--- config.mk ---
export PLATFORM = sky130hd
export DESIGN_NAME = execute_unit
export DESIGN_NICKNAME = d
export VERILOG_FILES = /design/src/hw/rv_pkg.sv /design/src/hw/execute_unit.sv
export SDC_FILE = /design/constraint.sdc
export NUM_CORES = 1
export LEC_CHECK = 0
export ABC_AREA = 1
export ABC_CLOCK_PERIOD_IN_PS = 3800
export BUFFER_PORTS_ARGS = -buffer_cell sky130_fd_sc_hd__buf_4
export CORE_ASPECT_RATIO = 2
export CORE_UTILIZATION = 51
export DETAILED_ROUTE_END_ITERATION = 8
export PLACE_DENSITY_LB_ADDON = 0.3
export REMOVE_ABC_BUFFERS = 1
export SLEW_MARGIN = 20
export SYNTH_ARGS = -nofsm -noshare
export SYNTH_HDL_FRONTEND = slang
export SYNTH_SLANG_ARGS = --single-unit
--- constraint.sdc ---
create_clock -name vclk -period 3.8
set_input_delay 0.19 -clock vclk [all_inputs]
set_output_delay 0.19 -clock vclk [all_outputs]
set_load 0.005 [all_outputs]
--- src/hw/rv_pkg.sv ---
// widths, opcodes, alu codes, instruction formats, bus and commit structs
package rv_pkg;

    localparam int XLEN       = 64;
    localparam int REG_ADDR_W = 5;

    typedef enum logic [6:0] {
        OP     = 7'b0110011,
        OP_IMM = 7'b0010011,
        LUI    = 7'b0110111,
        LOAD   = 7'b0000011,
        STORE  = 7'b0100011
    } op_e;

    typedef enum logic [2:0] {
        ALU_ADD,
        ALU_SUB,
        ALU_AND,
        ALU_OR,
        ALU_XOR,
        ALU_SLT,
        ALU_PASS_B
    } alu_op_e;

    ////////////////////////////////////////
    // instruction word views
    ////////////////////////////////////////
    typedef struct packed {
        logic [6:0]            funct7;
        logic [REG_ADDR_W-1:0] rs2;
        logic [REG_ADDR_W-1:0] rs1;
        logic [2:0]            funct3;
        logic [REG_ADDR_W-1:0] rd;
        logic [6:0]            opcode;
    } r_fmt_t;

    typedef struct packed {
        logic [11:0]           imm;
        logic [REG_ADDR_W-1:0] rs1;
        logic [2:0]            funct3;
        logic [REG_ADDR_W-1:0] rd;
        logic [6:0]            opcode;
    } i_fmt_t;

    typedef struct packed {
        logic [6:0]            imm_hi;
        logic [REG_ADDR_W-1:0] rs2;
        logic [REG_ADDR_W-1:0] rs1;
        logic [2:0]            funct3;
        logic [4:0]            imm_lo;
        logic [6:0]            opcode;
    } s_fmt_t;

    typedef struct packed {
        logic [19:0]           imm;
        logic [REG_ADDR_W-1:0] rd;
        logic [6:0]            opcode;
    } u_fmt_t;

    typedef union packed {
        r_fmt_t r;
        i_fmt_t i;
        s_fmt_t s;
        u_fmt_t u;
    } instr_u;

    ////////////////////////////////////////
    // control, bus and commit bundles
    ////////////////////////////////////////
    typedef struct packed {
        logic [REG_ADDR_W-1:0] rd;
        logic [REG_ADDR_W-1:0] rs1;
        logic [REG_ADDR_W-1:0] rs2;
        logic [XLEN-1:0]       imm;
        alu_op_e               alu_op;
        logic                  use_imm;
        logic                  mem_read;
        logic                  mem_write;
        logic                  reg_write;
    } ctrl_t;

    typedef struct packed {
        logic            req;
        logic            we;
        logic [XLEN-1:0] addr;
        logic [XLEN-1:0] wdata;
    } bus_req_t;

    typedef struct packed {
        logic            ready;
        logic [XLEN-1:0] rdata;
    } bus_rsp_t;

    typedef struct packed {
        logic [XLEN-1:0]       pc;
        logic [31:0]           instr;
        logic                  we;
        logic [REG_ADDR_W-1:0] rd;
        logic [XLEN-1:0]       wdata;
    } commit_t;

endpackage

--- src/hw/execute_unit.sv ---
// alu with register or immediate second operand
`timescale 1ns/1ps

module execute_unit import rv_pkg::*; (
    input  ctrl_t           ctrl_i,
    input  logic [XLEN-1:0] op_a_i,
    input  logic [XLEN-1:0] op_b_i,
    output logic [XLEN-1:0] result_o
);

    logic [XLEN-1:0] b;

    assign b = ctrl_i.use_imm ? ctrl_i.imm : op_b_i;

    always_comb begin
        case (ctrl_i.alu_op)
            ALU_ADD:    result_o = op_a_i + b;  // also ld/sd address
            ALU_SUB:    result_o = op_a_i - b;
            ALU_AND:    result_o = op_a_i & b;
            ALU_OR:     result_o = op_a_i | b;
            ALU_XOR:    result_o = op_a_i ^ b;
            ALU_SLT:    result_o = {{(XLEN-1){1'b0}}, $signed(op_a_i) < $signed(b)};
            ALU_PASS_B: result_o = b;  // lui
            default:    result_o = '0;
        endcase
    end

endmodule

==> results of run 1 <==
layer usage:
layer | GRT overflow | track usage, %
met1 | 0 | 49.1
met2 | 10 | 87.8
met5 | 0 | 0
met3 | 0 | 17.7
met4 | 3 | 63.1
cell families after synthesis:
kind of cell	count (synthesis)	synth area share [%]
AO/OA/AOI/OAI	411	15.7
AND/OR/NAND/NOR	1809	46.6
adder cells (fa/ha/maj)	207	16.3
XOR/XNOR	3	0.164
buffers and inverters	872	21.2
through the flow:
stage	worst slack (ns)	hold slack (ns)	cell area, µm²	util, %
2_1_floorplan	0.811	0.525	15500	-
3_3_place_gp	0.234	0.773	18500	60.1
3_5_place_dp	0.202	0.766	18500	60.1
4_1_cts	0.198	0.767	18500	60.1
==> impl_results.md, run 1 <==
* Run status: aborted with a tool error
* Fail Step: 5_1_grt
* Error: [ERROR GRT-0116] Global routing finished with congestion. Check the congestion regions in the DRC Viewer.
* Largest area contributor in the netlist: nand2_1
* Mapped Cells at 3302
* Gr ovfl total at 13
* Register area share after synthesis at 0%
* Top-count cell post-synth: nand2_1
* # port buffers at 260
* Largest net degree at the start of global routing at 54
* Synth cell types at 42
* Die Wd at 127 µm
* Core Rows at 91
* Hold_buf cts at 0
* YS warnings at 0
* Synth top cells by count: nand2_1, inv_1, nor2_1, nand3_1, ha_1
* GRT Util Overall at 53.9%
* Top cells by area, synth: nand2_1, inv_1, ha_1, nand3_1, nor2_1
* Placed cells at 3945
* Post-CTS sizing at 0
* HPWL after DPL at 68.3 mm
* First-pass GRT wire length at 128 mm
* Mapped Avg Cell Area at 4.85 µm²
* Mapped Area at 16000 µm²
* # IOs at 278
* Synth top area share at 26.6%
* Die span in y at 253 µm
* Setup repair bufs after CTS at 0
* Initial Util at 51.9%
* GP Congestion at 1.14
* Vias in the first global route at 21400
==> run 2: changes to the inputs <==
CORE_ASPECT_RATIO = not set   (was 2)
CORE_UTILIZATION = 36   (was 51)
PLACE_DENSITY_LB_ADDON = 0.15   (was 0.3)
==> impl_results.md, run 2 <==
* Initial DRC count at 2306
* Register area share after synthesis at 0%
* Peak VDD IR at 0.0000994 V
* Crit-path cells: buf_4, inv_6, buf_12, or2_1, o21ai_0, ha_1, nor2_1, nand2_1, nor2_1, nand2_1, nor2_1, nand2_1, nand3_1, nand2_1, nand3_1, nand3_1, buf_4
* Synth cell types at 42
* Num sequential at 0
* Metal-1 WL at 37.2 mm
* Area growth, synth to finish at 17.7%
* Max Cap Viol at 0
* Most frequent cells in the layout: nand2_1, inv_1, buf_4, nor2_1, nand3_1
* DIE AREA at 45300 µm²
* Startpoint Class: input pin
* Fmax at 0.281 GHz
* Share of layout cells above drive strength 1 at 12.0%
* Worst setup path class: input pin to output pin
* Die Wd at 213 µm
* GRT Util Overall at 34.5%
* Placed cells at 4124
* Largest net degree at the start of global routing at 55
* Synth top area share at 26.6%
* Min-delay src: ctrl_i[5]
* Most common cell on crit path: nand2_1
* Mapped Cells at 3302
* Mapped Avg Cell Area at 4.85 µm²
* Final Core Density at 43.3%
* Top-count cell post-synth: nand2_1
* Vias in the first global route at 19300
* Final worst setup slack at 0.243 ns
* Crit path required time at 3.61 ns
* Post-route DRC at 0
* Gr ovfl total at 0
* Die span in y at 213 µm
* Slew @ Worst Pin at 0.908 ns
* Hold Vio Cnt, Final at 0
* HP Class: input pin to output pin
* Worst setup startpoint: ctrl_i[3]
* Mapped Area at 16000 µm²
* Synth top cells by count: nand2_1, inv_1, nor2_1, nand3_1, ha_1
* Largest stage delay on the critical path at 0.55 ns
* Avg WL per Cell at 19.2 µm
* Post-synthesis compound-gate area fraction at 15.7%
* FF+latch area at 0 µm²
* Largest area contributor in the netlist: nand2_1
* WL met2 at 32.4 mm
* Top cells by area, synth: nand2_1, inv_1, ha_1, nand3_1, nor2_1
* Core ar. at 43500 µm²
* Initial Util at 36.8%
* PwrDens at 178 nW/µm²
* YS warnings at 0
* Detailed Routing Iterations Pass 1 at 6
* Post-route ant nets at 0
* Setup violations, final at 0
* WL met3 at 8.14 mm
* ANT cells at 0
* Hold Path Stages at 5
* CP arrival at 3.37 ns
* Relative slew slack at 38.8%
* Final min period at 3.56 ns
* Simple-Gate Fraction of Synth Area at 46.6%
* Vias at 21100
* # port buffers at 260
* Post-route clock period utilization at 93.6%
* Main combinational cell family by area after synthesis: simple AND/OR/NAND/NOR gates
* Worst Path Max Fanout at 38
* P_leak at 0.0115 µW
* GP Congestion at 1.07
* Hold_buf cts at 0
* Xor/xnor cell area share of the yosys netlist at 0.164%
* CP max-delay cell: ha_1
* # IOs at 278
* Finished Layout Cells at 4124
* Core Rows at 76
* Setup repair bufs after CTS at 0
* Post-route setup TNS at 0 ns
* Highest metal used: met4
* Slew Limit Fails at 0
* Pre-CTS WS at 0.201 ns
* Final #Nets at 3962
* Initial antenna violation count at 0
* Commonest non-fill, non-tap cell in the layout: nand2_1
* Post-synthesis adder-cell area fraction at 16.3%
* Unrepaired setup endpoints after global routing: no
* Via/cell ratio at 5.11
* Crit end category: output pin
* Run status: finished, final reports clean
* HPWL after DPL at 67.9 mm
* First-pass GRT wire length at 116 mm
* Post-synthesis mux area share at 0%
* CLK BUF at 0
* Routed WL at 79.2 mm
-- run 2: layout make-up --
cell class | count | area (µm²)
well taps | 585 | 732
inverters | 779 | 2930
fillers | 5247 | 24600
multi-input cells | 2430 | 12600
repair buffers | 330 | 2550
-- run 2: per-stage QoR --
stage | power, µW | cell area [µm²] | hold slack, ns
after floorplan | 1860 | 15500 | 0.525
after global placement | 3250 | 18800 | 0.800
after detailed placement | 3240 | 18800 | 0.794
after CTS | 3260 | 18800 | 0.797
after global routing | 3660 | 18800 | 0.817
final | 3360 | 18800 | 0.794
-- run 2: cell families after synthesis --
| family | Yosys count |
|---|---|
| and+or+nand+nor | 1809 |
| adders and majority gates | 207 |
| AOI/OAI and AO/OA | 411 |
| buffers and inverters | 872 |
| xor gates and xnor gates | 3 |
-- run 2: what timing repair did --
| item | CTS | global route |
|---|---|---|
| gates resized for setup | 0 | 6 |
| setup endpoints to repair | 0 | 17 |
| hold endpoints to repair | 0 | 0 |
-- run 2: final timing paths --
path                  endpoint
setup / recovery  result_o[55]
hold / removal     result_o[0]
-- run 2: per-layer routing --
metal / GRT usage, % / vias to the layer above
met3: 4.47 / 63
met4: 5.58 / 0
met1: 51.8 / 9503
li1: - / 10600
met5: 0 / -
met2: 52.1 / 903
-- run 2: critical path: cells and delay by family --
family                     cells  cell delay [ns]
and+or+nand+nor               11             1.73
buffers and inverters          4             0.72
adders and majority gates      1             0.55
AOI/OAI and AO/OA              1             0.14
-- run 2: power breakdown --
group	switching [µW]	internal, µW	total [µW]
Clock	0	0	0
Combinational	2250	1110	3360
Sequential	0	0	0
Total	2250	1110	3360
(Power assumes the default switching activity.)
