File: src/hw/rv_pkg.sv
// widths, opcodes, alu codes, instruction formats, bus and commit structs
package rv_pkg;

    localparam int XLEN       = 64;
    localparam int REG_ADDR_W = 5;

    typedef enum logic [6:0] {
        OP     = 7'b0110011,
        OP_IMM = 7'b0010011,
        LUI    = 7'b0110111,
        LOAD   = 7'b0000011,
        STORE  = 7'b0100011
    } op_e;

    typedef enum logic [2:0] {
        ALU_ADD,
        ALU_SUB,
        ALU_AND,
        ALU_OR,
        ALU_XOR,
        ALU_SLT,
        ALU_PASS_B
    } alu_op_e;

    ////////////////////////////////////////
    // instruction word views
    ////////////////////////////////////////
    typedef struct packed {
        logic [6:0]            funct7;
        logic [REG_ADDR_W-1:0] rs2;
        logic [REG_ADDR_W-1:0] rs1;
        logic [2:0]            funct3;
        logic [REG_ADDR_W-1:0] rd;
        logic [6:0]            opcode;
    } r_fmt_t;

    typedef struct packed {
        logic [11:0]           imm;
        logic [REG_ADDR_W-1:0] rs1;
        logic [2:0]            funct3;
        logic [REG_ADDR_W-1:0] rd;
        logic [6:0]            opcode;
    } i_fmt_t;

    typedef struct packed {
        logic [6:0]            imm_hi;
        logic [REG_ADDR_W-1:0] rs2;
        logic [REG_ADDR_W-1:0] rs1;
        logic [2:0]            funct3;
        logic [4:0]            imm_lo;
        logic [6:0]            opcode;
    } s_fmt_t;

    typedef struct packed {
        logic [19:0]           imm;
        logic [REG_ADDR_W-1:0] rd;
        logic [6:0]            opcode;
    } u_fmt_t;

    typedef union packed {
        r_fmt_t r;
        i_fmt_t i;
        s_fmt_t s;
        u_fmt_t u;
    } instr_u;

    ////////////////////////////////////////
    // control, bus and commit bundles
    ////////////////////////////////////////
    typedef struct packed {
        logic [REG_ADDR_W-1:0] rd;
        logic [REG_ADDR_W-1:0] rs1;
        logic [REG_ADDR_W-1:0] rs2;
        logic [XLEN-1:0]       imm;
        alu_op_e               alu_op;
        logic                  use_imm;
        logic                  mem_read;
        logic                  mem_write;
        logic                  reg_write;
    } ctrl_t;

    typedef struct packed {
        logic            req;
        logic            we;
        logic [XLEN-1:0] addr;
        logic [XLEN-1:0] wdata;
    } bus_req_t;

    typedef struct packed {
        logic            ready;
        logic [XLEN-1:0] rdata;
    } bus_rsp_t;

    typedef struct packed {
        logic [XLEN-1:0]       pc;
        logic [31:0]           instr;
        logic                  we;
        logic [REG_ADDR_W-1:0] rd;
        logic [XLEN-1:0]       wdata;
    } commit_t;

endpackage

File: src/hw/mem_unit.sv
// load/store sequencer on the data port with result select
`timescale 1ns/1ps

module mem_unit import rv_pkg::*; (
    input  logic            clk,
    input  logic            rst_n_i,
    input  logic            valid_i,
    input  ctrl_t           ctrl_i,
    input  logic [XLEN-1:0] addr_i,
    input  logic [XLEN-1:0] store_data_i,
    output bus_req_t        data_req_o,
    input  bus_rsp_t        data_rsp_i,
    output logic [XLEN-1:0] result_o,
    output logic            busy_o
);

    logic            access;
    logic            done_q;   // transfer finished, instruction leaves this cycle
    logic [XLEN-1:0] rdata_q;

    assign access = valid_i & (ctrl_i.mem_read | ctrl_i.mem_write);

    // busy until the completion is registered, so one issue per instruction
    assign busy_o = access & ~done_q;

    assign data_req_o.req   = busy_o;
    assign data_req_o.we    = ctrl_i.mem_write;
    assign data_req_o.addr  = addr_i;
    assign data_req_o.wdata = store_data_i;

    always_ff @(posedge clk) begin
        if (!rst_n_i) begin
            done_q <= 1'b0;
        end else begin
            done_q <= busy_o & data_rsp_i.ready;
        end
    end

    always_ff @(posedge clk) begin
        if (data_rsp_i.ready) begin
            rdata_q <= data_rsp_i.rdata;
        end
    end

    assign result_o = ctrl_i.mem_read ? rdata_q : addr_i;

endmodule

File: config.mk
export PLATFORM = sky130hd
export DESIGN_NAME = mem_unit
export DESIGN_NICKNAME = d
export VERILOG_FILES = /design/src/hw/rv_pkg.sv /design/src/hw/mem_unit.sv
export SDC_FILE = /design/constraint.sdc
export NUM_CORES = 1
export LEC_CHECK = 0
export BUFFER_PORTS_ARGS = -buffer_cell sky130_fd_sc_hd__buf_2
export CAP_MARGIN = 15
export CORE_AREA = 2 2 184 186
export DETAILED_ROUTE_END_ITERATION = 16
export DIE_AREA = 0 0 186 188
export SLEW_MARGIN = 20
export SYNTH_ARGS = -nofsm -noshare
export SYNTH_HDL_FRONTEND = slang
export SYNTH_SLANG_ARGS = --single-unit
File: constraint.sdc
create_clock -name clk -period 1.1 [get_ports clk]
set_clock_uncertainty 0.15 [all_clocks]
set_input_delay 0.11 -clock clk [delete_from_list [all_inputs] [get_ports clk]]
set_output_delay 0.11 -clock clk [all_outputs]
set_load 0.1 [all_outputs]
* Yosys cells after proc, flatten, opt, wreduce, memory -nomap -nowiden *
Index checks and enable logic that the tools add are counted.

cells by class
  muxes and demuxes = 1
  bitwise gates (word level) = 5

operators by type and width
  operator           count
  64-bit 2-to-1 mux  1
  1-bit AND          3
  1-bit inverter     1
  1-bit OR           1

storage, ports and cells
  bits of input ports = 282
  logic and storage cells = 8
  flip-flop bits (word level) = 65
  output and inout bits = 195

* Depth between registers and ports, before layout *
  depth after elaboration = 4
  mapped depth = 4
  gate-level depth less buffers = 2

* Least setup slack after synthesis *
OpenSTA, ideal clock, no wires.

  path kind = register to output
  from = reg done_q
  to = out data_req_o[129] in the netlist's numbering
  cell stages (with the launch flop) = 3
  data arrival time = 3.144 ns
  buffers on the path = 1
  data required time = 0.840 ns
  path slack = -2.304 ns
  path through = dfxtp_1 nor3b_1 buf_4

between the ends
  word-level cells in the longest chain between the ends = 2

ends and longest elaborated chain
  item                      line            source
  start: declaration        mem_unit.sv:18  logic done_q;
  start signal: assignment  mem_unit.sv:35  done_q <= busy_o & data_rsp_i.ready;
  1-bit inverter            mem_unit.sv:24  assign busy_o = access & ~done_q;
  1-bit AND                 mem_unit.sv:24
  end: declaration          mem_unit.sv:11  output bus_req_t data_req_o,

Every way passes these cells.

* Worst setup path after layout *
  from = reg rdata_q[50]
  to = out result_o[50]

between the ends
  word-level cells in the longest chain between the ends = 1

ends and longest elaborated chain
  item                      line            source
  start: declaration        mem_unit.sv:19  logic [XLEN-1:0] rdata_q;
  start signal: assignment  mem_unit.sv:41  rdata_q <= data_rsp_i.rdata;
  64-bit 2-to-1 mux         mem_unit.sv:45  assign result_o = ctrl_i.mem_read ? rdata_q : addr_i;
  end: declaration          mem_unit.sv:13  output logic [XLEN-1:0] result_o,

Every way passes these cells.

==> impl_results.md <==
* Status: finished with violations
* Failing checks: setup timing
* Maximum VDD drop at 0.000928 V
* DIE AREA at 35000 um2
* Worst reg-to-reg path cell count at 2
* CTS sink cnt at 65
* Critical Path Stages at 2
* Comb pwr share at 47.0%
* CTS root buf: clkbuf_16
* CTS Buffer Depth at 2
* Final worst-path cycle share at 136%
* Required @ worst endpoint at 0.84 ns
* Cell area after synthesis at 3930 um2
* Clock power share at 26.4%
* Finished Core Util at 24.0%
* Seq cells post-synth at 65
* Remaining antenna violation count at 0
* WHS at 0.0189 ns
* CP peak stage delay at 0.42 ns
* CTS buffer count at 9
* Drt wl/cell at 14.3 um
* Largest net degree at the start of global routing at 35
* Layout cells sized above 1 at 73.0%
* Seq pwr share at 26.6%
* Syn Inst Count at 270
* Crit path capture: result_o[50]
* Area after DPL at 6620 um2
* Worst Hold Class: in -> reg
* CP endpoint kind: output port
* Ys flop type: edfxtp_1
* Mux share of post-synthesis cell area at 23.1%
* Avg Vias per Cell at 2.98
* Most common cell in the netlist: buf_4
* Fmax at 667 MHz
* Synth Area per Inst at 14.6 um2
* GR Overflow Total at 0
* Syn. warnings at 0
* Final setup fails at 66
* Top cells by area, synth: edfxtp_1 49%, buf_4 25%, mux2_4 19%
* First-pass detailed-route iteration total at 4
* Clock insertion delay at the later pin of the skew report at 0.35 ns
* Compound-gate portion of the synthesized area at 0%
* DRC Markers at 0
* # IOs at 477
* Num rows at 67
* Crit Path Max Fanout at 1
* CP delay by family, top: flip-flops
* Wirelength, routed at 13500 um
* Filler instances at 3409
* Final nets at 773
* Total power draw at 11.3 mW
* Post-synth cell types at 11
* Switching Share at 39.9%
* Routability congestion estimate from global placement at 0.744
* Final Cell Area at 7950 um2
* Min Tclk post-route at 1.50 ns
* Die X at 186 um
* First-pass GRT wire length at 19000 um
* Top cells by count, synth: 130 x buf_4, 64 x edfxtp_1, 50 x mux2_4
* Tot GR Track Use at 7.76%
* Max Cap Viol at 0
* RSZ-0062 raised after global routing: true
* Largest family of logic cells by synthesized area: buffers and inverters
* Sum of negative setup slack at -21.73 ns
* Async SR Flop Fraction at 0%
* Fin cells at 945
* Leak Pwr at 3.45 nW
* Cell Pwr Density at 1420 nW/um2
* Post-synthesis xor/xnor area fraction at 0%
* Post-DP HPWL at 10200 um
* Data arrival, critical path at 1.24 ns
* Critical path class: reg -> out
* PnR worst setup slack at -0.400 ns
* Post-CTS Setup Bufs at 0
* Post-Place Worst Slack at -0.281 ns
* Startpoint Class: register
* Post-synth top area share at 48.9%
* Sequential cell area fraction in the yosys report at 49.4%
* Final hold violation count at 0
* Die height at 188 um
* Post-synth net total at 552
* Area growth from synthesis to layout at 102%
* Placed cell count at 862
* Slew Viols, Final at 0
* Initial Util at 11.9%
* Worst path cell trace: mux2_4, buf_12
* R2R Path Start: done_q
* Simple-gate share of the synthesized area at 0.764%
* Crit path from: rdata_q[50]
* Clock transition at path regs at 0.06 ns
* Core ar. at 33100 um2
* R2R Path End: done_q
* DR vias at 2816
* Slowest-stage cell, CP: edfxtp_1
* Int Power at 6.77 mW
* Critical path buffer and inverter count at 1
* Initial antenna violation count at 2
* Drt initial violations at 84
* Synth Area in Adders at 0%
* Switching power total at 4.49 mW
* Slew @ Worst Pin at 0.284 ns
* Htree depth at 3
* Worst R2R Setup Slack at 0.16 ns
* CTS tree: yes
* Slew headroom at 81.1%
* Post-synth EDFFs at 64
* Dominant cell type by area after synthesis: edfxtp_1
* PortBufs at 264
* Vias in the first global route at 3284
## worst min-delay path: stages
cell     delay (ns)
buf_2          0.13
nor2_2         0.17
nor4b_2        0.07
## state kept, by name, summed over array words and instances (netlist names)
signal   count
done_q       1
rdata_q     64
## worst min-delay path by stage
stage                startpoint        endpoint  slack (ns)  depth (start not counted)
6_report              ctrl_i[1]          done_q        0.02                          3
2_1_floorplan     data_rsp_i[0]      rdata_q[0]        0.06                          0
3_3_place_gp   store_data_i[18]  data_req_o[18]        0.07                          0
3_5_place_dp   store_data_i[18]  data_req_o[18]        0.07                          0
5_1_grt          data_rsp_i[64]     rdata_q[38]        0.03                          2
4_1_cts               ctrl_i[1]          done_q       0.009                          3
## layout make-up
class | count | area (um2) | area share (%)
Antenna cell | 1 | 2.50 | 0.0315
Clock buffer | 13 | 250 | 3.15
Clock inverter | 3 | 40.0 | 0.504
Multi-Input combinational cell | 68 | 1000 | 12.6
Sequential cell | 65 | 1940 | 24.5
Tap cell | 448 | 561 | 7.06
Timing Repair Buffer | 347 | 4140 | 52.2
## cells in the final DEF (no fill, tap or decap), types with 2 or more instances in the layout
| cell type | n |
|---|---|
| buf_12 | 136 |
| buf_2 | 131 |
| dlygate4sd3_1 | 66 |
| mux2_4 | 64 |
| edfxtp_1 | 64 |
| buf_4 | 14 |
| clkbuf_16 | 9 |
| clkbuf_1 | 3 |
| clkinv_2 | 2 |
## power groups by stage
stage | registers (mW) | clock network (mW) | logic, mW
after floorplan | 3.03 | 0 | 4.35
after global placement | 3.05 | 0 | 4.79
after detailed placement | 3.06 | 0 | 4.81
after CTS | 3.00 | 3.12 | 5.31
after global routing | 3.02 | 3.20 | 5.42
final | 3.00 | 2.97 | 5.29
## what timing repair did
item | in CTS | in global routing
hold buffers | 66 | 0
setup endpoints to repair | 66 | 66
pin swaps | 0 | 0
resized for setup | 100 | 0
endpoints found under the hold margin | 65 | 0
## kinds of logic after synthesis
group,after synthesis
mux,64
simple gates,4
flops,65
buf+inv,137
## layer usage
metal  vias up  part of all wire [%]  global-route usage [%]
met5         -                     0                       0
met4         0                   6.4                    6.15
met3        72                    11                    3.73
met2       186                    52                    13.7
met1      1301                    30                    6.56
li1       1257                     -                       -
Note: power is estimated with default switching activity, not from simulation.
