File: src/hw/rv_pkg.sv
// widths, opcodes, alu codes, instruction formats, bus and commit structs
package rv_pkg;

    localparam int XLEN       = 64;
    localparam int REG_ADDR_W = 5;

    typedef enum logic [6:0] {
        OP     = 7'b0110011,
        OP_IMM = 7'b0010011,
        LUI    = 7'b0110111,
        LOAD   = 7'b0000011,
        STORE  = 7'b0100011
    } op_e;

    typedef enum logic [2:0] {
        ALU_ADD,
        ALU_SUB,
        ALU_AND,
        ALU_OR,
        ALU_XOR,
        ALU_SLT,
        ALU_PASS_B
    } alu_op_e;

    ////////////////////////////////////////
    // instruction word views
    ////////////////////////////////////////
    typedef struct packed {
        logic [6:0]            funct7;
        logic [REG_ADDR_W-1:0] rs2;
        logic [REG_ADDR_W-1:0] rs1;
        logic [2:0]            funct3;
        logic [REG_ADDR_W-1:0] rd;
        logic [6:0]            opcode;
    } r_fmt_t;

    typedef struct packed {
        logic [11:0]           imm;
        logic [REG_ADDR_W-1:0] rs1;
        logic [2:0]            funct3;
        logic [REG_ADDR_W-1:0] rd;
        logic [6:0]            opcode;
    } i_fmt_t;

    typedef struct packed {
        logic [6:0]            imm_hi;
        logic [REG_ADDR_W-1:0] rs2;
        logic [REG_ADDR_W-1:0] rs1;
        logic [2:0]            funct3;
        logic [4:0]            imm_lo;
        logic [6:0]            opcode;
    } s_fmt_t;

    typedef struct packed {
        logic [19:0]           imm;
        logic [REG_ADDR_W-1:0] rd;
        logic [6:0]            opcode;
    } u_fmt_t;

    typedef union packed {
        r_fmt_t r;
        i_fmt_t i;
        s_fmt_t s;
        u_fmt_t u;
    } instr_u;

    ////////////////////////////////////////
    // control, bus and commit bundles
    ////////////////////////////////////////
    typedef struct packed {
        logic [REG_ADDR_W-1:0] rd;
        logic [REG_ADDR_W-1:0] rs1;
        logic [REG_ADDR_W-1:0] rs2;
        logic [XLEN-1:0]       imm;
        alu_op_e               alu_op;
        logic                  use_imm;
        logic                  mem_read;
        logic                  mem_write;
        logic                  reg_write;
    } ctrl_t;

    typedef struct packed {
        logic            req;
        logic            we;
        logic [XLEN-1:0] addr;
        logic [XLEN-1:0] wdata;
    } bus_req_t;

    typedef struct packed {
        logic            ready;
        logic [XLEN-1:0] rdata;
    } bus_rsp_t;

    typedef struct packed {
        logic [XLEN-1:0]       pc;
        logic [31:0]           instr;
        logic                  we;
        logic [REG_ADDR_W-1:0] rd;
        logic [XLEN-1:0]       wdata;
    } commit_t;

endpackage

File: src/hw/reg_file.sv
// integer register file, two read ports and one write port
`timescale 1ns/1ps

module reg_file import rv_pkg::*; (
    input  logic                  clk,
    input  logic [REG_ADDR_W-1:0] raddr1_i,
    input  logic [REG_ADDR_W-1:0] raddr2_i,
    output logic [XLEN-1:0]       rdata1_o,
    output logic [XLEN-1:0]       rdata2_o,
    input  logic                  we_i,
    input  logic [REG_ADDR_W-1:0] waddr_i,
    input  logic [XLEN-1:0]       wdata_i
);

    logic [XLEN-1:0] regs [1:31];  // no storage for x0

    always_ff @(posedge clk) begin
        if (we_i && waddr_i != '0) begin
            regs[waddr_i] <= wdata_i;
        end
    end

    assign rdata1_o = (raddr1_i == '0) ? '0 : regs[raddr1_i];
    assign rdata2_o = (raddr2_i == '0) ? '0 : regs[raddr2_i];

endmodule

File: config.mk
export PLATFORM = sky130hd
export DESIGN_NAME = reg_file
export DESIGN_NICKNAME = d
export VERILOG_FILES = /design/src/hw/rv_pkg.sv /design/src/hw/reg_file.sv
export SDC_FILE = /design/constraint.sdc
export NUM_CORES = 2
export LEC_CHECK = 0
export BUFFER_PORTS_ARGS = -buffer_cell sky130_fd_sc_hd__buf_2
export CAP_MARGIN = 40
export CORE_ASPECT_RATIO = 1.2
export CORE_MARGIN = 5
export CORE_UTILIZATION = 63
export DETAILED_ROUTE_END_ITERATION = 6
export PLACE_DENSITY_LB_ADDON = 0.08
export SYNTH_ARGS = -nofsm -noshare
export SYNTH_HDL_FRONTEND = slang
export SYNTH_SLANG_ARGS = --single-unit
File: constraint.sdc
create_clock -name clk -period 5.4 [get_ports clk]
set_clock_uncertainty 0.05 [all_clocks]
set_input_delay 0.54 -clock clk [delete_from_list [all_inputs] [get_ports clk]]
set_output_delay 0.54 -clock clk [all_outputs]
set_load 0.05 [all_outputs]
### After elaboration in Yosys (flattened, before gate mapping)

Memory sizes are Yosys's and may differ from the RTL's.
Index checks and enable logic that the tools add are counted.

* multiplexer cells: 4
* reduce and logical (&&, ||, !) cells: 4

Operators by type and width (number)
* 64-bit two-way mux: 2
* 5-bit logical NOT: 2
* 5-bit nonzero test: 1
* 1-bit two-way mux: 2
* 1-bit logical AND: 1

* flip-flop bits (word level): 0
* bits in writable memories: 1984
* bits of input ports: 81
* output and inout bits: 128
* word-level logic and storage cells: 9
* memories kept: 1

Memory list
* regs: words 31, width 64, read ports 2, clocked after memory_dff 0, write ports 1, RTL line reg_file.sv:15 `logic [XLEN-1:0] regs [1:31];`

### Depth between registers and ports, before layout

* depth after elaboration: 4
* gate-level depth with buffers: 10
* gate-level depth less buffers: 5

### Least setup slack after synthesis

OpenSTA, ideal clock, no wires.

* kind: input port to flip-flop
* start point: in waddr_i[1]
* end point: mem regs[12][0] (enable)
* arrival: 3.861 ns
* required time: 4.864 ns
* slack: 1.002 ns
* stages: 3
* path through: or3b_2 clkbuf_1 nor2_1

* cells in the longest elaborated chain, start to end: 4

RTL lines
* start: declaration: RTL line reg_file.sv:11 `input logic [REG_ADDR_W-1:0] waddr_i,`
* 5-bit nonzero test: RTL line reg_file.sv:18 `if (we_i && waddr_i != '0) begin`
* 1-bit logical AND: RTL line reg_file.sv:18
* 1-bit two-way mux: RTL line reg_file.sv:18
* 1-bit two-way mux (not written as such): RTL line reg_file.sv:19 `regs[waddr_i] <= wdata_i;`
* end: declaration: RTL line reg_file.sv:15

Parallel ways exist; a longest one is shown, timed or not.

### Worst setup path in the final report

* start point: in raddr2_i[1]
* end point: out rdata2_o[14]

* cells in the longest elaborated chain, start to end: 2
* elaborated cells on any way between the ends: 3

RTL lines
* start: declaration: RTL line reg_file.sv:7 `input logic [REG_ADDR_W-1:0] raddr2_i,`
* memory read 31 x 64 bit / 5-bit logical NOT (equally long branches)
* 64-bit two-way mux (*): RTL line reg_file.sv:24 `assign rdata2_o = (raddr2_i == '0) ? '0 : regs[raddr2_i];`
* end: declaration: RTL line reg_file.sv:9 `output logic [XLEN-1:0] rdata2_o,`

Every way passes the cells marked *; elsewhere a longest branch is shown, timed or not.

==> summary.txt <==
Status: complete, but fails checks
Failing checks: design-rule violations
Pin count of the biggest net entering global routing: 119
PD cells: 324.7 nW/um^2
Fin area: 102800 um^2
Avg Synthesized Cell Area: 16.76 um^2
Combinational share of power: 0.104
Tcrit/Tclk final: 0.7764
DRT Pass-1 Iters: 7
P_sw: 8.017 mW
Max FFs per register: 1984
Sw frac: 0.2401
Slew HR: 0.3602
Critical Path, Cell by Cell: buf_8 -> nor2_4 -> buf_12 -> a22oi_1 -> a21oi_1 -> a211oi_1 -> a31oi_1 -> buf_2
Leakage Power: 35.43 nW
I/O Buffers: 208
RD Place Congestion: 0.8267
Placed insts: 7434
YS warnings: 0
Post-synthesis async set-or-reset flop share: 0
Worst IR Drop VDD: 0.3561 mV
Die area: 155200 um^2
Clock network power share: 0.380
DR vias: 58820
Area occupied by multi-input gates: 31320 um^2
Required @ worst endpoint: 4.81 ns
Sequential power share: 0.516
CTS root buf: clkbuf_16
CTS-repair resized insts: 0
Vias/cell: 7.569
CP max FO: 67
Starting Density: 0.6332
Final slew viol count: 0
Area grow syn2layout: 10.74%
Worst slew pin tran: 0.9597 ns
Cell Area, Synth: 92850 um^2
Top Registers: regs x1984
Critical path arrival: 3.60 ns
Post-synth EDFFs: 1984
Post-CTS setup buffers: 0
Initial antenna violation count: 17
Core area: 146600 um^2
Hold_buf cts: 0
Std cell rows: 154
Syn Inst Count: 5541
Fraction of the yosys area taken by sequential cells: 0.6416
First-pass GRT wire length: 407.4 mm
Clk buf depth: 3
H-tree depth: 4
Final nets: 5757
Fin crit period: 4.192 ns
WL per Instance: 36.93 um
Layout cells sized above 1: 0.2011
Final WL: 287.0 mm
Setup crit end kind: output port
Clock-pin slew on the worst setup and hold paths: 0.06 ns
CTS sink cnt: 1984
Non-Filler Instances: 7771
Mapped Nets: 5622
Max cap viols: 0
Die span in y: 430.6 um
Yosys cell types: 37
Die X: 360.5 um
Synthesis-stage register bit count: 1984
Slowest CP cell: nor2_4
Hold Path Class: primary input to flip-flop
IO Pins: 209
Total Routing Usage GR: 0.3640
Final Hold Violating Endpoints: 0
DRT iter0 DRCs: 8375
Post-synth top area cell: edfxtp_1
TritonCTS clock tree: built
Reg with most FFs: regs
Max Fclk: 0.2385 GHz
Total gr overflow: 0
Unrepaired setup endpoints after global routing: no
Worst setup SP type: primary input
Number of global-route vias before repair: 58560
Top cells by area, synth: edfxtp_1 64%, mux2i_1 12%, mux4_2 11%, a22oi_1 3.0%, a211oi_1 1.0%
CP max stage delay: 0.75 ns
Synth top area share: 0.6416
Finished Core Util: 0.7012
Final setup vio count: 0
Pre-CTS setup slack: 1.419 ns
Post-synth top flop: edfxtp_1
DPL Wire Length: 157.2 mm
Setup TNS: 0 ns
FF/Latch Area: 59580 um^2
Worst setup margin: 1.208 ns
CP Class: primary input to output port
TritonCTS buffer count: 190
# DRC: 2
Internal: 25.37 mW
Dpl cell area: 97030 um^2
ANT nets after route: 0
Layout fillers: 9390
## power by group through the flow
stage	registers [mW]	logic (mW)	clock network (mW)
floorplan	17.5	2.22	0
global placement	17.5	3.35	0
detailed placement	17.5	3.41	0
CTS	17.2	3.42	12.8
global route	17.2	3.60	13.4
finish	17.2	3.47	12.7
## cell usage after synthesis, types with 5 or more instances
master and number:
buf_8 7, nand2_1 226, buf_6 23, a22o_1 109
o21ai_0 39, a21oi_1 164, a211o_1 32, a21o_1 32
a32o_1 63, mux4_2 440, a221oi_1 28, nor2_1 136
buf_4 50, a22oi_1 368, nand3b_1 5, mux2i_1 1080
mux2_2 28, buf_2 134, edfxtp_1 1984, nor3_1 38
o21ai_1 25, o221ai_1 36, a31oi_1 64, clkbuf_1 206
and2_1 5, buf_1 37, nor2b_1 39, a211oi_1 128
## cells by family after synthesis
kind of cell | share of synthesized area
flip-flops | 0.6416
multiplexers | 0.2265
AO/OA/AOI/OAI | 0.08580
AND/OR/NAND/NOR | 0.02098
buffers and inverters | 0.02505
## through the flow
stage	total power [mW]	hold slack, ns
floorplan	19.75	0.5889
global placement	20.88	0.9597
detailed placement	20.95	0.9720
CTS	33.40	0.08298
global route	34.24	0.1326
finish	33.39	0.1410
## critical path: cells and delay by family
kind / cells / cell delay, ns
compound gates: 4 / 1.01
buf+inv: 3 / 1.02
simple gates: 1 / 0.75
## cells in the final DEF (no fill, tap or decap), types with 3 or more instances in the layout
cell,n
clkinv_4,3
o21ai_1,25
a32o_1,63
nor2b_4,7
nand3b_1,5
buf_8,9
clkinv_1,35
a211o_1,32
nor3_1,38
a21oi_1,164
nor2_1,101
a31oi_1,64
mux2i_1,1080
buf_2,199
clkinv_2,24
mux2_2,28
nor2b_1,32
a22o_1,109
inv_6,5
diode_2,3
a211oi_1,128
a22oi_1,368
clkbuf_1,57
a221oi_1,28
buf_12,64
buf_4,111
or3b_2,3
edfxtp_1,1984
bufinv_16,10
and2_4,3
mux4_2,440
buf_16,16
clkbuf_16,196
clkinvlp_4,3
nand2_1,224
o21ai_0,39
nor2_4,36
o221ai_1,36
a21o_1,32
## routing by layer
layer,track usage,share of wire
met5,0,0.00016
met4,0.1375,0.042
met3,0.08916,0.13
met2,0.5725,0.47
met1,0.5019,0.36
## final cells by class
type,count,share of cell area
Clock inverter,81,0.006425
Clock buffer,253,0.04978
Inverter,1,0.00003651
Antenna cell,3,0.00007301
Tap cell,1950,0.02373
Multi-Input combinational cell,3099,0.3046
Timing Repair Buffer,400,0.03596
Sequential cell,1984,0.5794
## final timing paths
path	from	endpoint	slack [ns]	cells past startpoint
worst max-delay path	raddr2_i[1]	rdata2_o[14]	1.21	8
worst min-delay path	wdata_i[58]	regs[26][58]$_DFFE_PP_	0.14	1
Note: power is estimated with default switching activity, not from simulation.
