File: src/hw/rv_pkg.sv
// widths, opcodes, alu codes, instruction formats, bus and commit structs
package rv_pkg;

    localparam int XLEN       = 64;
    localparam int REG_ADDR_W = 5;

    typedef enum logic [6:0] {
        OP     = 7'b0110011,
        OP_IMM = 7'b0010011,
        LUI    = 7'b0110111,
        LOAD   = 7'b0000011,
        STORE  = 7'b0100011
    } op_e;

    typedef enum logic [2:0] {
        ALU_ADD,
        ALU_SUB,
        ALU_AND,
        ALU_OR,
        ALU_XOR,
        ALU_SLT,
        ALU_PASS_B
    } alu_op_e;

    ////////////////////////////////////////
    // instruction word views
    ////////////////////////////////////////
    typedef struct packed {
        logic [6:0]            funct7;
        logic [REG_ADDR_W-1:0] rs2;
        logic [REG_ADDR_W-1:0] rs1;
        logic [2:0]            funct3;
        logic [REG_ADDR_W-1:0] rd;
        logic [6:0]            opcode;
    } r_fmt_t;

    typedef struct packed {
        logic [11:0]           imm;
        logic [REG_ADDR_W-1:0] rs1;
        logic [2:0]            funct3;
        logic [REG_ADDR_W-1:0] rd;
        logic [6:0]            opcode;
    } i_fmt_t;

    typedef struct packed {
        logic [6:0]            imm_hi;
        logic [REG_ADDR_W-1:0] rs2;
        logic [REG_ADDR_W-1:0] rs1;
        logic [2:0]            funct3;
        logic [4:0]            imm_lo;
        logic [6:0]            opcode;
    } s_fmt_t;

    typedef struct packed {
        logic [19:0]           imm;
        logic [REG_ADDR_W-1:0] rd;
        logic [6:0]            opcode;
    } u_fmt_t;

    typedef union packed {
        r_fmt_t r;
        i_fmt_t i;
        s_fmt_t s;
        u_fmt_t u;
    } instr_u;

    ////////////////////////////////////////
    // control, bus and commit bundles
    ////////////////////////////////////////
    typedef struct packed {
        logic [REG_ADDR_W-1:0] rd;
        logic [REG_ADDR_W-1:0] rs1;
        logic [REG_ADDR_W-1:0] rs2;
        logic [XLEN-1:0]       imm;
        alu_op_e               alu_op;
        logic                  use_imm;
        logic                  mem_read;
        logic                  mem_write;
        logic                  reg_write;
    } ctrl_t;

    typedef struct packed {
        logic            req;
        logic            we;
        logic [XLEN-1:0] addr;
        logic [XLEN-1:0] wdata;
    } bus_req_t;

    typedef struct packed {
        logic            ready;
        logic [XLEN-1:0] rdata;
    } bus_rsp_t;

    typedef struct packed {
        logic [XLEN-1:0]       pc;
        logic [31:0]           instr;
        logic                  we;
        logic [REG_ADDR_W-1:0] rd;
        logic [XLEN-1:0]       wdata;
    } commit_t;

endpackage

File: src/hw/hazard_unit.sv
// raw hazard detection, operand forwarding and load-use stall
`timescale 1ns/1ps

module hazard_unit import rv_pkg::*; (
    input  logic            id_valid_i,
    input  ctrl_t           id_ctrl_i,
    input  logic            ex_valid_i,
    input  ctrl_t           ex_ctrl_i,
    input  logic [XLEN-1:0] ex_result_i,
    input  logic            m_valid_i,
    input  ctrl_t           m_ctrl_i,
    input  logic [XLEN-1:0] m_result_i,
    input  logic            wb_valid_i,
    input  ctrl_t           wb_ctrl_i,
    input  logic [XLEN-1:0] wb_result_i,
    input  logic [XLEN-1:0] rf_rdata1_i,
    input  logic [XLEN-1:0] rf_rdata2_i,
    output logic [XLEN-1:0] op_a_o,
    output logic [XLEN-1:0] op_b_o,
    output logic            load_use_o
);

    // a stage writes the register this source reads
    function automatic logic hit(input logic valid, input ctrl_t c,
                                 input logic [REG_ADDR_W-1:0] rs);
        return valid && c.reg_write && (c.rd == rs) && (rs != '0);
    endfunction

    function automatic logic [XLEN-1:0] forward(input logic [REG_ADDR_W-1:0] rs,
                                                input logic [XLEN-1:0] rf_val);
        logic [XLEN-1:0] val;
        val = rf_val;
        if (hit(ex_valid_i, ex_ctrl_i, rs)) begin
            val = ex_result_i;  // youngest first
        end else if (hit(m_valid_i, m_ctrl_i, rs)) begin
            val = m_result_i;
        end else if (hit(wb_valid_i, wb_ctrl_i, rs)) begin
            val = wb_result_i;  // also covers the same-cycle write
        end
        return val;
    endfunction

    always_comb begin
        op_a_o = forward(id_ctrl_i.rs1, rf_rdata1_i);
        op_b_o = forward(id_ctrl_i.rs2, rf_rdata2_i);
    end

    // load data is not there yet while the load sits in EX
    assign load_use_o = id_valid_i && ex_ctrl_i.mem_read &&
                        (hit(ex_valid_i, ex_ctrl_i, id_ctrl_i.rs1) ||
                         hit(ex_valid_i, ex_ctrl_i, id_ctrl_i.rs2));

endmodule

File: config.mk
export PLATFORM = sky130hd
export DESIGN_NAME = hazard_unit
export DESIGN_NICKNAME = d
export VERILOG_FILES = /design/src/hw/rv_pkg.sv /design/src/hw/hazard_unit.sv
export SDC_FILE = /design/constraint.sdc
export NUM_CORES = 1
export LEC_CHECK = 0
export ABC_AREA = 1
export BUFFER_PORTS_ARGS = -buffer_cell sky130_fd_sc_hd__buf_2
export CAP_MARGIN = 10
export CORE_AREA = 2 2 315 317
export DETAILED_ROUTE_END_ITERATION = 6
export DIE_AREA = 0 0 317 319
export GPL_TIMING_DRIVEN = 0
export PLACE_DENSITY = 0.32
export SETUP_SLACK_MARGIN = 0.4
export SLEW_MARGIN = 15
export SYNTH_ARGS = -nofsm -noshare
export SYNTH_HDL_FRONTEND = slang
export SYNTH_SLANG_ARGS = --single-unit
File: constraint.sdc
create_clock -name vclk -period 3.3
set_clock_uncertainty 0.2 [all_clocks]
set_input_delay 0.33 -clock vclk [all_inputs]
set_output_delay 0.33 -clock vclk [all_outputs]
set_load 0.02 [all_outputs]
# [Word level (Yosys, flattened, before mapping)]
# Cells that the tools add are included.
[classes] n_eq_ne=6 mux=6 reduce_logical=20
[op_table] cell="$mux W64" n=6
[op_table] cell="$eq A5 B5 Y1" n=6
[op_table] cell="$logic_and A1 B1 Y1" n=17
[op_table] cell="$reduce_bool A5 Y1" n=2
[op_table] cell="$logic_or A1 B1 Y1" n=1
[word_totals] register_bits=0 input_bits=668 wordCells=32

# [Longest topological paths before layout]
[depth] ltp_word=6 mapped_depth=13

# [Worst setup path before layout]
# No wires, ideal clock.
[synth_path] path_type="in2out" start="input port id_ctrl_i[76] (netlist bit)" end="output port load_use_o" arrival_time_ns=1.444 path_slack_ns=1.326 path_stages=7 path_buffers=2 path_cell_list="inv_1 > nor2_1 > nor3_1 > nand3_2 > buf_6 > buf_6 > a21oi_1"
[synth_between] elab_chain_cells=5 word_cells_on_any_way=6 cone_classes="eq/ne (1); reduce/logical (5)"
[synth_rtl] item="start, declared" line="hazard_unit.sv:6" rtl="input ctrl_t id_ctrl_i,"
[synth_rtl] item="$eq A5 B5 Y1" line="hazard_unit.sv:26" rtl="return valid && c.reg_write && (c.rd == rs) && (rs != '0);"
[synth_rtl] item="$logic_and A1 B1 Y1" line="hazard_unit.sv:26"
[synth_rtl] item="$logic_and A1 B1 Y1 *" line="hazard_unit.sv:26"
[synth_rtl] item="$logic_or A1 B1 Y1 *" line="hazard_unit.sv:50" rtl="(hit(ex_valid_i, ex_ctrl_i, id_ctrl_i.rs1) ||"
[synth_rtl] item="$logic_and A1 B1 Y1 *" line="hazard_unit.sv:49" rtl="assign load_use_o = id_valid_i && ex_ctrl_i.mem_read &&"
[synth_rtl] item="end, declared" line="hazard_unit.sv:20" rtl="output logic load_use_o"
# Every way passes the cells marked *; elsewhere a longest branch is shown, timed or not.

# [Worst setup path in the final report]
[layout_path] start="input port id_ctrl_i[78] (netlist bit)" end="output port op_a_o[13]"
[layout_between] elab_chain_cells=6 word_cells_on_any_way=13 cone_classes="eq/ne (3); mux (3); reduce/logical (7)"
[layout_rtl] item="$eq A5 B5 Y1" line="hazard_unit.sv:26"
[layout_rtl] item="$logic_and A1 B1 Y1 (2 in a row)" line="hazard_unit.sv:26"
[layout_rtl] item="$mux W64" line="hazard_unit.sv:37" rtl="end else if (hit(wb_valid_i, wb_ctrl_i, rs)) begin"
[layout_rtl] item="$mux W64" line="hazard_unit.sv:35" rtl="end else if (hit(m_valid_i, m_ctrl_i, rs)) begin"
[layout_rtl] item="$mux W64 *" line="hazard_unit.sv:33" rtl="if (hit(ex_valid_i, ex_ctrl_i, rs)) begin"
[layout_rtl] item="end, declared" line="hazard_unit.sv:18" rtl="output logic [XLEN-1:0] op_a_o,"
# Marks and branches as above.

==> flow_summary_export.csv <==
group,metric,value,unit
run_status,status,"completed",
timing,rsz0062_at_grt,"true",
cells_and_area,layout_commonest_cell,"nand2_1",
yosys,syn-cell-area,0.00663,sq mm
power,p_leak,0.00641,uW
yosys,syn_nets,2134,
timing,finalSetupViolations,0,
cells_and_area,final_util,11.2,%
hold_path,hold_path_class,"in -> out",
critical_path,startpoint,"id_ctrl_i[78]",
place,place_area,0.0107,sq mm
cells_and_area,design.seq.count,0,
grt,overflow,0,
cells_and_area,area_growth,64.8,%
critical_path,worstSetupEndpoint,"op_a_o[13]",
power,peakVddDrop,0.0000420,V
cells_and_area,final_nets,2626,
timing,timing.final.crit_share,83.6,%
critical_path,cp_data_required_time,2.77,ns
drt,vias_per_cell,3.46,
floorplanning,dieArea,0.101,sq mm
drt,drt_pass1_iterations,5,
critical_path,critical_path_class,"in -> out",
timing,period_needed,2.76,ns
cells_and_area,clkbuf_count,0,
yosys,synth_cell_types,26,
clock_network,hold_buffers,0,
floorplanning,fp.dieH,319,um
yosys,yosys_warnings,0,
flow_run,cap_viol_max_count,0,
critical_path,cp_max_fo,10,
grt,grt_max_degree,11,
floorplanning,start_util,6.78,%
grt,antenna_found_initial,38,
drt,drc_errors,0,
timing,slew_headroom,52.2,%
cells_and_area,instances_no_fill,3254,
timing,holdWs,0.797,ns
place,io_buffers,482,
yosys,synth.avg_cell_area,4.52,sq um
critical_path,cp-end-kind,"output pin",
place,dp_cells,3236,
yosys,syn_inst,1466,
drt,drt-initial-drc-count,598,
cells_and_area,drive_gt1_share,33.1,%
floorplanning,die_w,317,um
timing,finalHoldViolCount,0,
power,totalPowerFinal,1190,uW
power,power_density,109,mW/mm^2
floorplanning,coreArea,0.0977,sq mm
drt,routed_wl,62.5,mm
grt,gr-usage-all-layers,11.6,%
critical_path,cp-start-kind,"primary input",
floorplanning,boundaryPins,797,
place,place_congestion,0.877,
timing,tightest_slew,0.716,ns
grt,grt_pass1_vias,11300,
floorplanning,rows,115,
cells_and_area,n_fill_cell,11900,
grt,grt_pass1_wl,83.4,mm
place,hpwl,52.3,mm
critical_path,worstPathArrival,2.23,ns
cells_and_area,fin_area,0.0109,sq mm
yosys,ys_seq_area_share,0,%
drt,drtAntennaViolNets,0,
cells_and_area,layout_common_cells,"617 x nand2_1, 543 x buf_2, 387 x nand3_1",
drt,vias,11200,
timing,max_freq,0.362,GHz
timing,slew_viol_final,0,
drt,wl_per_cell,19.2,um
cells_and_area,layout.area.seq,0,sq um
## critical path: stages
cell and delay [ns]:
buf_2 0.15, xnor2_1 0.16, nand2_1 0.08, nor2_2 0.31, buf_6 0.28, buf_2 0.26
nand3_1 0.09, nand2_1 0.14, clkinv_1 0.09, nand2_1 0.11, nand2_1 0.07, buf_2 0.16
## per-stage QoR
| step | TNS [ns] | setup WS (ns) |
|---|---|---|
| global route | 0 | 0.388 |
| global placement | -28.01 | -0.578 |
| finish | 0 | 0.541 |
| CTS | 0 | 0.412 |
| floorplan | 0 | 1.33 |
| detailed placement | -3.28 | -0.159 |
## cells in the mapped netlist
cell / number / area (sq um)
buf_4: 21 / 158
or2_4: 1 / 8.76
nand3_2: 2 / 20.0
buf_8: 1 / 15.0
buf_2: 64 / 320
buf_6: 19 / 214
xor2_1: 1 / 8.76
nand2_2: 13 / 81.3
nor2_4: 1 / 11.3
nand3_1: 387 / 1940
inv_1: 189 / 709
nand2_1: 620 / 2330
nor2_2: 2 / 12.5
inv_2: 25 / 93.8
o21ai_1: 1 / 5.00
and2_1: 1 / 6.26
nand4_1: 66 / 413
nand3b_1: 2 / 15.0
clkinv_1: 3 / 11.3
nor2_1: 16 / 60.1
nor2b_1: 1 / 6.26
clkbuf_1: 13 / 48.8
a21oi_1: 2 / 10.0
nor2_8: 1 / 20.0
nor3_1: 2 / 10.0
xnor2_1: 12 / 105
## cell type report
class | count | area (sq um) | share of cell area (%)
repair buffers | 490 | 2550 | 23.3
inverters | 217 | 825 | 7.55
well taps | 1287 | 1610 | 14.7
plain buffers | 118 | 807 | 7.39
diodes | 11 | 27.5 | 0.252
multi-input cells | 1131 | 5100 | 46.7
## report_power, final
part,total [uW],switching (uW),internal [uW]
Combinational,1190,778,410
Clock,0.000278,0,0.000278
Sequential,0,0,0
## cells by family (layout without fill, tap and decap cells)
kind of cell | count (synthesis) | after routing | share of synthesized area [%]
other | 0 | 11 | 0
AOI/OAI and AO/OA | 3 | 3 | 0.226
and+or+nand+nor | 1115 | 1115 | 74.4
buffers and inverters | 335 | 825 | 23.7
xor gates and xnor gates | 13 | 13 | 1.72
## routing by layer
| layer | global-route usage (%) | up-vias | share of wire (%) |
|---|---|---|---|
| met4 | 2.88 | 32 | 2.6 |
| met3 | 3.69 | 83 | 9.1 |
| met1 | 14.2 | 5042 | 42 |
| met5 | 0 | - | 0.31 |
| met2 | 19.6 | 482 | 46 |
| li1 | - | 5607 | - |
## how the worst min path moves through the flow
stage / start / to / slack [ns] / depth (start not counted)
finish: ex_result_i[38] / op_b_o[38] / 0.80 / 4
floorplan: ex_ctrl_i[2] / load_use_o / 0.58 / 2
global route: ex_result_i[47] / op_b_o[47] / 0.82 / 4
detailed placement: ex_result_i[50] / op_b_o[50] / 0.80 / 4
CTS: ex_result_i[38] / op_b_o[38] / 0.80 / 4
global placement: ex_result_i[50] / op_b_o[50] / 0.80 / 4
## timing repair
| action | in CTS | in global routing |
|---|---|---|
| gates cloned | 0 | 0 |
| resized for setup | 20 | 13 |
| setup endpoints to repair | 125 | 49 |
| setup buffers | 1 | 6 |
| pin swaps | 1 | 2 |
Note: power is estimated with default switching activity, not from simulation.
